### config.mk
export PLATFORM = sky130hd
export DESIGN_NAME = matmul_top
export DESIGN_NICKNAME = d
export VERILOG_FILES = /design/src/hdl/matmul_pkg.sv /design/src/hdl/matmul_top.sv /design/src/hdl/operand_bank.sv /design/src/hdl/processing_element.sv /design/src/hdl/result_drain.sv /design/src/hdl/systolic_array.sv
export SDC_FILE = /design/constraint.sdc
export NUM_CORES = 2
export LEC_CHECK = 0
export CAP_MARGIN = 5
export CORE_MARGIN = 2
export CORE_UTILIZATION = 48
export DETAILED_ROUTE_END_ITERATION = 8
export DONT_BUFFER_PORTS = 1
export PLACE_DENSITY = 0.74
export SYNTH_ARGS = -nofsm -noshare
export SYNTH_HDL_FRONTEND = slang
export SYNTH_SLANG_ARGS = --single-unit
export TNS_END_PERCENT = 50
### constraint.sdc
create_clock -name clk -period 17.9 [get_ports clk]
set_input_delay 1.79 -clock clk [delete_from_list [all_inputs] [get_ports clk]]
set_output_delay 1.79 -clock clk [all_outputs]
set_load 0.02 [all_outputs]
### src/hdl/matmul_pkg.sv
`default_nettype none

package matmul_pkg;

  // bits per matrix element
  localparam int data_width = 8;

  // grid edge, also the lane count of a memory word
  localparam int array_size = 4;

  // pe input to accumulator update
  localparam int mac_stages = 2;

  // compute cycle on which the drain samples the grid
  localparam int drain_cycle = array_size           // words fed per bank
                             + 1                    // memory read
                             + (array_size - 1)     // deepest lane skew
                             + 2 * (array_size - 1) // hops to the far corner
                             + mac_stages
                             + 1;                   // margin

  // one signed matrix element
  typedef logic signed [data_width-1:0] elem_t;

  // memory word, stored flat and split into lanes
  // lane k sits in bits [k*data_width +: data_width]
  typedef union packed {
    logic [array_size*data_width-1:0] flat;
    elem_t [array_size-1:0]           lanes;
  } mem_word_u;

endpackage

`default_nettype wire

### src/hdl/matmul_top.sv
`default_nettype none

module matmul_top #(
  parameter int addr_width = 4
) (
  input  wire                                                      clk,
  input  wire                                                      reset,
  // host load port, shared by both operand memories
  input  wire                                                      we_a,
  input  wire                                                      we_b,
  input  wire [addr_width-1:0]                                     addr,
  input  wire [matmul_pkg::array_size*matmul_pkg::data_width-1:0]  wr_data,
  // level protocol
  input  wire                                                      start_mat_mul,
  // host read port for result rows
  input  wire                                                      rd_en,
  input  wire [addr_width-1:0]                                     rd_addr,
  output logic [matmul_pkg::array_size*matmul_pkg::data_width-1:0] rd_data,
  output logic                                                     done_mat_mul
);

  // skewed operand streams into the grid
  matmul_pkg::mem_word_u a_lanes;
  matmul_pkg::mem_word_u b_lanes;
  // all grid accumulators
  matmul_pkg::elem_t [matmul_pkg::array_size*matmul_pkg::array_size-1:0] sums;
  logic acc_clear;

  // A bank, word t is column t of A
  operand_bank #(
    .addr_width (addr_width)
  ) u_bank_a (
    .clk           (clk),
    .reset         (reset),
    .we            (we_a),
    .addr          (addr),
    .wr_data       (wr_data),
    .start_mat_mul (start_mat_mul),
    .lanes         (a_lanes)
  );

  // B bank, word t is row t of B
  operand_bank #(
    .addr_width (addr_width)
  ) u_bank_b (
    .clk           (clk),
    .reset         (reset),
    .we            (we_b),
    .addr          (addr),
    .wr_data       (wr_data),
    .start_mat_mul (start_mat_mul),
    .lanes         (b_lanes)
  );

  systolic_array u_array (
    .clk       (clk),
    .reset     (reset),
    .acc_clear (acc_clear),
    .a_lanes   (a_lanes),
    .b_lanes   (b_lanes),
    .sums      (sums)
  );

  // sequencing, result memory and read-back
  result_drain #(
    .addr_width (addr_width)
  ) u_drain (
    .clk           (clk),
    .reset         (reset),
    .start_mat_mul (start_mat_mul),
    .sums          (sums),
    .rd_en         (rd_en),
    .rd_addr       (rd_addr),
    .acc_clear     (acc_clear),
    .rd_data       (rd_data),
    .done_mat_mul  (done_mat_mul)
  );

endmodule

`default_nettype wire

### src/hdl/operand_bank.sv
`default_nettype none

module operand_bank
  import matmul_pkg::*;
#(
  parameter int addr_width = 4
) (
  input  wire                             clk,
  input  wire                             reset,
  // host write port
  input  wire                             we,
  input  wire [addr_width-1:0]            addr,
  input  wire [array_size*data_width-1:0] wr_data,
  // level, held high for the whole run
  input  wire                             start_mat_mul,
  // skewed lanes toward one grid edge
  output mem_word_u                       lanes
);

  localparam int feed_w = $clog2(array_size + 1);
  // counter parks here once all words are read
  localparam logic [feed_w-1:0] feed_end = feed_w'(array_size);

  // operand words, one column of A or one row of B each
  logic [array_size*data_width-1:0] mem [2**addr_width];

  logic [feed_w-1:0]                feed_cnt;
  logic [addr_width-1:0]            feed_addr;
  logic [array_size*data_width-1:0] rd_word;
  logic                             word_valid;
  mem_word_u                        word_gated;
  // per lane output after its delay line
  elem_t                            skewed [array_size];

  // host writes land here while idle
  always_ff @(posedge clk) begin
    if (we) begin
      mem[addr] <= wr_data;
    end
  end

  // walks words 0..array_size-1 from the first start edge
  always_ff @(posedge clk) begin
    if (reset || !start_mat_mul) begin
      feed_cnt <= '0;
    end else if (feed_cnt != feed_end) begin
      feed_cnt <= feed_cnt + 1'b1;
    end
  end

  assign feed_addr = addr_width'(feed_cnt);

  // registered read, data one cycle behind the address
  always_ff @(posedge clk) begin
    rd_word <= mem[feed_addr];
  end

  // high while rd_word holds a fed word
  always_ff @(posedge clk) begin
    if (reset) begin
      word_valid <= 1'b0;
    end else begin
      word_valid <= start_mat_mul && (feed_cnt != feed_end);
    end
  end

  // zeros outside the feed window keep the grid quiet
  always_comb begin
    word_gated.flat = word_valid ? rd_word : '0;
  end

  // lane k delayed k cycles for the wavefront
  generate
    for (genvar k = 0; k < array_size; k++) begin : g_lane
      if (k == 0) begin : g_direct
        assign skewed[k] = word_gated.lanes[k];
      end else begin : g_delay
        elem_t dly [k];

        // cleared between runs so no stale data leaks in
        always_ff @(posedge clk) begin
          if (reset || !start_mat_mul) begin
            for (int d = 0; d < k; d++) begin
              dly[d] <= '0;
            end
          end else begin
            dly[0] <= word_gated.lanes[k];
            for (int d = 1; d < k; d++) begin
              dly[d] <= dly[d-1];
            end
          end
        end

        assign skewed[k] = dly[k-1];
      end
    end
  endgenerate

  // repack the lanes into one word
  always_comb begin
    for (int k = 0; k < array_size; k++) begin
      lanes.lanes[k] = skewed[k];
    end
  end

endmodule

`default_nettype wire

### src/hdl/processing_element.sv
`default_nettype none

module processing_element
  import matmul_pkg::*;
(
  input  wire        clk,
  input  wire        reset,
  // zeroes the mac between runs
  input  wire        acc_clear,
  input  wire elem_t in_a,
  input  wire elem_t in_b,
  // operands forwarded east and south
  output elem_t      out_a,
  output elem_t      out_b,
  output elem_t      acc
);

  localparam int prod_w = 2 * data_width;
  // int8 saturation bounds in product width
  localparam logic signed [prod_w-1:0] sat_max = prod_w'(2 ** (data_width - 1) - 1);
  localparam logic signed [prod_w-1:0] sat_min = prod_w'(-(2 ** (data_width - 1)));

  logic signed [prod_w-1:0] full_prod;
  elem_t                    clamped;
  elem_t                    prod;

  // full signed product
  assign full_prod = in_a * in_b;

  // clamp to the element range
  always_comb begin
    if (full_prod > sat_max) begin
      clamped = elem_t'(sat_max);
    end else if (full_prod < sat_min) begin
      clamped = elem_t'(sat_min);
    end else begin
      clamped = elem_t'(full_prod);
    end
  end

  // one hop per cycle to the neighbours
  always_ff @(posedge clk) begin
    if (reset) begin
      out_a <= '0;
      out_b <= '0;
    end else begin
      out_a <= in_a;
      out_b <= in_b;
    end
  end

  // product stage, then accumulate
  // the 8 bit sum wraps on overflow
  always_ff @(posedge clk) begin
    if (reset || acc_clear) begin
      prod <= '0;
      acc  <= '0;
    end else begin
      prod <= clamped;
      acc  <= acc + prod;
    end
  end

endmodule

`default_nettype wire

### src/hdl/result_drain.sv
`default_nettype none

module result_drain
  import matmul_pkg::*;
#(
  parameter int addr_width = 4
) (
  input  wire                                   clk,
  input  wire                                   reset,
  input  wire                                   start_mat_mul,
  // grid accumulators, row major
  input  wire elem_t [array_size*array_size-1:0] sums,
  // host read port
  input  wire                                   rd_en,
  input  wire [addr_width-1:0]                  rd_addr,
  output logic                                  acc_clear,
  output logic [array_size*data_width-1:0]      rd_data,
  output logic                                  done_mat_mul
);

  localparam int word_width = array_size * data_width;
  // one cycle after the last row write
  localparam int done_cycle = drain_cycle + array_size + 1;
  localparam int cnt_w      = $clog2(done_cycle + 1);
  localparam int row_w      = $clog2(array_size);

  localparam logic [cnt_w-1:0] latch_at = cnt_w'(drain_cycle);
  localparam logic [cnt_w-1:0] wr_last  = cnt_w'(drain_cycle + array_size - 1);
  localparam logic [cnt_w-1:0] done_at  = cnt_w'(done_cycle);

  // result rows, row i of C at address i
  logic [word_width-1:0] res_mem [2**addr_width];

  logic [cnt_w-1:0]                   cnt;
  logic                               wr_en;
  logic [row_w-1:0]                   wr_row;
  elem_t [array_size*array_size-1:0]  sums_q;
  mem_word_u                          row_word;
  logic [word_width-1:0]              rd_word;
  logic                               rd_pend;

  // counts compute cycles, parks at done
  always_ff @(posedge clk) begin
    if (reset || !start_mat_mul) begin
      cnt <= '0;
    end else if (cnt != done_at) begin
      cnt <= cnt + 1'b1;
    end
  end

  // idle means accumulators held at zero
  always_ff @(posedge clk) begin
    if (reset) begin
      acc_clear <= 1'b0;
    end else begin
      acc_clear <= !start_mat_mul;
    end
  end

  // write window, one row per cycle after the latch
  always_ff @(posedge clk) begin
    if (reset) begin
      wr_en <= 1'b0;
    end else begin
      wr_en <= start_mat_mul && (cnt >= latch_at) && (cnt <= wr_last);
    end
  end

  // snapshot of the grid, then walk the rows
  always_ff @(posedge clk) begin
    if (start_mat_mul && cnt == latch_at) begin
      sums_q <= sums;
      wr_row <= '0;
    end else if (wr_en) begin
      wr_row <= wr_row + 1'b1;
    end
  end

  // pack the current row
  always_comb begin
    for (int j = 0; j < array_size; j++) begin
      row_word.lanes[j] = sums_q[wr_row*array_size+j];
    end
  end

  always_ff @(posedge clk) begin
    if (wr_en) begin
      res_mem[addr_width'(wr_row)] <= row_word.flat;
    end
  end

  // level, holds with start and drops one cycle after it
  always_ff @(posedge clk) begin
    if (reset) begin
      done_mat_mul <= 1'b0;
    end else begin
      done_mat_mul <= start_mat_mul && (cnt == done_at);
    end
  end

  // host read, memory stage
  always_ff @(posedge clk) begin
    if (rd_en) begin
      rd_word <= res_mem[rd_addr];
    end
  end

  always_ff @(posedge clk) begin
    if (reset) begin
      rd_pend <= 1'b0;
    end else begin
      rd_pend <= rd_en;
    end
  end

  // output stage, holds between reads
  always_ff @(posedge clk) begin
    if (reset) begin
      rd_data <= '0;
    end else if (rd_pend) begin
      rd_data <= rd_word;
    end
  end

endmodule

`default_nettype wire

### src/hdl/systolic_array.sv
`default_nettype none

module systolic_array
  import matmul_pkg::*;
(
  input  wire                                clk,
  input  wire                                reset,
  input  wire                                acc_clear,
  // lane i feeds row i from the west
  input  wire mem_word_u                     a_lanes,
  // lane j feeds column j from the north
  input  wire mem_word_u                     b_lanes,
  // cell (i,j) at index i*array_size+j
  output elem_t [array_size*array_size-1:0]  sums
);

  // a_link[i][j] enters cell (i,j), last column leaves the grid
  elem_t a_link   [array_size][array_size+1];
  // b_link[i][j] enters cell (i,j), last row leaves the grid
  elem_t b_link   [array_size+1][array_size];
  elem_t acc_grid [array_size][array_size];

  generate
    // west and north edges straight from the banks
    for (genvar e = 0; e < array_size; e++) begin : g_edge
      assign a_link[e][0] = a_lanes.lanes[e];
      assign b_link[0][e] = b_lanes.lanes[e];
    end

    for (genvar i = 0; i < array_size; i++) begin : g_row
      for (genvar j = 0; j < array_size; j++) begin : g_col
        processing_element u_pe (
          .clk       (clk),
          .reset     (reset),
          .acc_clear (acc_clear),
          .in_a      (a_link[i][j]),
          .in_b      (b_link[i][j]),
          .out_a     (a_link[i][j+1]),
          .out_b     (b_link[i+1][j]),
          .acc       (acc_grid[i][j])
        );
      end
    end
  endgenerate

  // gather accumulators, row major
  always_comb begin
    for (int i = 0; i < array_size; i++) begin
      for (int j = 0; j < array_size; j++) begin
        sums[i*array_size+j] = acc_grid[i][j];
      end
    end
  end

endmodule

`default_nettype wire

==> summary.md <==
For the portion of total power attributed to sequential cells, the log shows 51.7%. The run finished with clean final reports. The power share of the combinational group came out at 4.2%. Buffers added to address setup during post-CTS repair amount to 0. Kind of end point of the critical path: a flip-flop. In the finished design, the share of the clock period the worst path needs comes to 34.2%. Summed over all instances, the cell type with the most area after synthesis is edfxtp_1. The total setup violations reported at the end of the flow is 0. STA classifies the critical path startpoint as a flip-flop.

The floorplan step defined a die boundary enclosing 197000 µm². For this run, the slowest stage of the critical path takes 0.52 ns. Once the clock tree was built, the resizer swapped 0 gates to a different size.

After synthesis, the largest area contributor takes up 25.9% of total cell area. In this run the clock root is driven by a clkbuf_16. Synthesis inferred 1459 register bits. The share of total power in the clock network was 44.1%. In this run the critical register-to-register path is launched from u_bank_b.word_valid. After floorplanning, the core was sized to cover 192000 µm². The most used flip-flop cell after synthesis is edfxtp_1.

Summing the sequential cell areas from Yosys gives 40.1% of the chip area. The logs give 144 for the total clock buffers created by CTS and 0 for the global-route congestion overflow total. The routed design could run at a clock period as short as 6.13 ns. The measured slew at the worst slew-check pin came out at 1.08 ns.

The logs give 59600 for the via count of the first global-routing pass and 0 for the final count of pins violating max slew. The worst register-to-register path has a depth of 20. The layout-stage area growth over the synthesis result was 8.63%; the headroom to the max-slew limit was 27.7%. The congestion estimate from routability-driven global placement came to 0.888.

The number of antenna violations at the first check in global routing was 8. Across the run, the number of max-cap violations was 0. The number of nets handed over by synthesis was 9460. Across all register-to-register paths, the minimum setup slack is 11.77 ns. After synthesis, the share of flip-flops with an asynchronous set or reset is 0%. The number of hold-slack violations in the final timing report is 0, and the first-iteration detailed-routing DRC count is 3690. The slowest cell on the critical path was a211oi_1. Beginning of the worst hold path: u_array.g_row[2].g_col[2].u_pe.acc[5].

The number of hold buffers added after CTS was 0. After synthesis, the cell types taking the most area are edfxtp_1 (26%), fa_1 (19%), dfxtp_1 (14%). Entering global routing, the biggest net connects 231 pins.

The largest buffer count on any clock path was 3. The most common cell after layout, fill and taps aside was inv_1. The total number of vias was 55900; the number of top-level pins was 79. Of the cells placed in the final design, the portion with a size suffix greater than 1 is 7.43%. Summing every instance area after synthesis gives 92700 µm². For the total number of nets in the final design, the log shows 9502. The met3 wirelength from detailed routing is 9690 µm, and the count of filler cells inserted in the layout is 16000.

The signal on the critical path passes through buf_4 -> nand2_1 -> inv_1 -> nand2_1 -> fa_1 -> fa_1 -> inv_1 -> fa_1 -> inv_1 -> fa_1 -> inv_1 -> ha_1 -> o21a_1 -> o31a_1 -> o21ai_0 -> a211oi_1 -> a211oi_1 -> o21ai_0 -> o21ai_1 -> a21oi_1. The HPWL after detailed placement is 140000 µm. The instance count after placement with tap cells included was 10400; the routed length on met1 was 80500 µm. At the later pin of the worst-skew pair, clock insertion delay measures 0.81 ns. During synthesis, Yosys emitted a total of 0 warnings. Switching component of the power: 1.59 mW. Setup repair after global routing left no endpoint under its margin.

Input and output buffers added on the ports amount to 0. In the synthesized netlist, the number of instances is 7930. For this run, the detailed router's first-pass iteration total came to 6. The tools report the final-layout setup total negative slack as 0 ns. Between clock sinks in the finished design, the worst skew comes to 0.0645 ns.

The count of non-filler cells in the finished layout was 10600; the mean cell area of the mapped netlist was 11.7 µm². The routed design uses 95200 µm of met2 wire. Leakage component of the power: 43.0 nW. The post-detailed-route count of antenna-violating nets came out at 0. Highest routed metal layer: met5. Along the worst path, the maximum fanout reaches 45.

For this configuration, the core starts out at a cell density of 48.2%. In this run the vertical extent of the chip is 443 µm. The internal power is 5.49 mW. The initialized floorplan defines 161 standard-cell rows. The data arrival time of the worst path was 6.78 ns; the routed via count divided by cell count was 5.26. Total global routing track utilization: 20.0%. In this run the critical register-to-register path is captured at u_array.g_row[0].g_col[0].u_pe.prod[1]. The tools report the maximum level of the CTS H-tree as 4. The hold path endpoint was u_drain.sums_q[85]. The worst hold path passes through 0 cells.

The library cells used most frequently in the layout, excluding fill and tap cells, are inv_1 (1498), fa_1 (896), edfxtp_1 (800). The horizontal extent of the die came out at 443 µm. IR analysis of the VDD net gives a maximum drop of 0.0948 mV. TritonCTS built the clock tree. The total wire length is 192000 µm, and the post-synthesis cell type count is 83.

Based on the critical path, the design can be clocked at up to 163 MHz. For the worst setup path, the data required time is 18.55 ns. Clock-pin slew was measured on the worst setup and hold paths at 0.07 ns. The power density over the cells is 70.3 nW/µm², and the number of enable-type register cells in the synthesized netlist is 800. Dividing the detail-routed wire length by the instance count gives 18.1 µm. The tree built by TritonCTS fans out to 1459 sinks. In this run the worst hold path is classified as flip-flop to flip-flop. The net switching share of the total power was 22.4%.

By startpoint and endpoint, the worst setup path is classified as flip-flop to flip-flop. After detailed routing, the number of remaining DRC violations is 0. The first global-routing pass estimated 314000 µm of wire.
-- metrics by stage --
stage | util [%] | setup slack, ns | power [mW] | hold slack [ns] | instance area [µm²]
final | 52.4 | 11.77 | 7.08 | 0.407 | 101000
after global routing | 52.4 | 11.41 | 7.30 | 0.408 | 101000
after CTS | 52.4 | 11.91 | 7.14 | 0.395 | 101000
after detailed placement | 49.8 | 11.94 | 4.02 | 0.414 | 95800
after global placement | 49.8 | 12.07 | 4.01 | 0.409 | 95800
after floorplan | - | 1.82 | 3.94 | 0.406 | 92700
-- worst max-delay path by stage --
stage | startpoint | slack (ns) | to | cells past startpoint
final | u_bank_b.word_valid | 11.77 | u_array.g_row[0].g_col[0].u_pe.prod[1] | 20
after global routing | u_bank_b.word_valid | 11.41 | u_array.g_row[0].g_col[0].u_pe.prod[3] | 20
after CTS | u_bank_b.word_valid | 11.91 | u_array.g_row[0].g_col[0].u_pe.prod[1] | 20
after detailed placement | u_bank_b.word_valid | 11.94 | u_array.g_row[0].g_col[0].u_pe.prod[1] | 20
after global placement | u_bank_b.word_valid | 12.07 | u_array.g_row[0].g_col[0].u_pe.prod[1] | 20
after floorplan | start_mat_mul | 1.82 | u_drain.sums_q[0] | 2
-- flip-flops by register name, indices dropped and copies added, names as in the netlist, 48 cells and up --
register	cells
u_bank_b.g_lane.g_delay.dly	48
u_bank_b.mem	256
u_array.g_row.g_col.u_pe.acc	128
u_drain.sums_q	128
u_array.g_row.g_col.u_pe.out_b	96
u_bank_a.g_lane.g_delay.dly	48
u_drain.res_mem	128
u_array.g_row.g_col.u_pe.out_a	96
u_bank_a.mem	256
u_array.g_row.g_col.u_pe.prod	128
-- cells in the mapped netlist, types with 37 or more instances --
master    number
ha_1         588
edfxtp_1     800
nand3_1       50
and2_1       717
nor2_1       362
o21a_1        62
mux2i_1       37
a21oi_1      223
nand2_1      282
xnor2_1      266
inv_1       1498
mux2_2        81
a21o_1        45
dfxtp_1      659
fa_1         896
o21ai_0       81
nor2b_1      328
nand2b_1      55
nor3_1        84
mux4_2       192
clkbuf_1     105
xor2_1        66
and3_1        63
o21bai_1      44
-- kinds of logic (layout without fill, tap and decap cells) --
logic type	Yosys count	in the layout	share of synthesized area (%)
simple gates	2047	2047	12.0
buf+inv	1640	1803	6.65
fa+ha+maj	1484	1484	27.3
flops	1459	1459	40.1
compound gates	658	658	4.74
xor+xnor	332	332	3.14
mux	310	310	6.05
other cells	0	4	0
-- per-layer routing --
| layer | track usage, % | up-vias |
|---|---|---|
| met2 | 34.7 | 1405 |
| met3 | 2.99 | 369 |
| met5 | 0 | - |
| met1 | 25.3 | 28200 |
| met4 | 7.28 | 2 |
| li1 | - | 25900 |
-- power groups by stage --
| stage | Combinational [mW] | Clock (mW) | Sequential, mW |
|---|---|---|---|
| 3_5_place_dp | 0.292 | 0 | 3.73 |
| 6_report | 0.295 | 3.12 | 3.66 |
| 3_3_place_gp | 0.281 | 0 | 3.73 |
| 4_1_cts | 0.296 | 3.18 | 3.66 |
| 2_1_floorplan | 0.237 | 0 | 3.70 |
| 5_1_grt | 0.327 | 3.31 | 3.66 |
-- critical path: cells and delay by family (launching register included) --
family / cells / cell delay [ns]
simple gates: 2 / 0.45
fa+ha+maj: 5 / 2.22
buf+inv: 5 / 0.83
flops: 1 / 0.31
compound gates: 8 / 2.08
-- layout make-up --
| cell class | instances | area, µm² | area share, % |
|---|---|---|---|
| multi-input cells | 4831 | 49500 | 49.1 |
| clock inverters | 74 | 971 | 0.964 |
| diodes | 4 | 10.0 | 0.00994 |
| repair buffers | 38 | 285 | 0.283 |
| clock buffers | 193 | 3970 | 3.94 |
| well taps | 2526 | 3160 | 3.14 |
| flip-flops and latches | 1459 | 37200 | 37.0 |
| inverters | 1498 | 5620 | 5.58 |
Note: power is estimated with default switching activity, not from simulation.
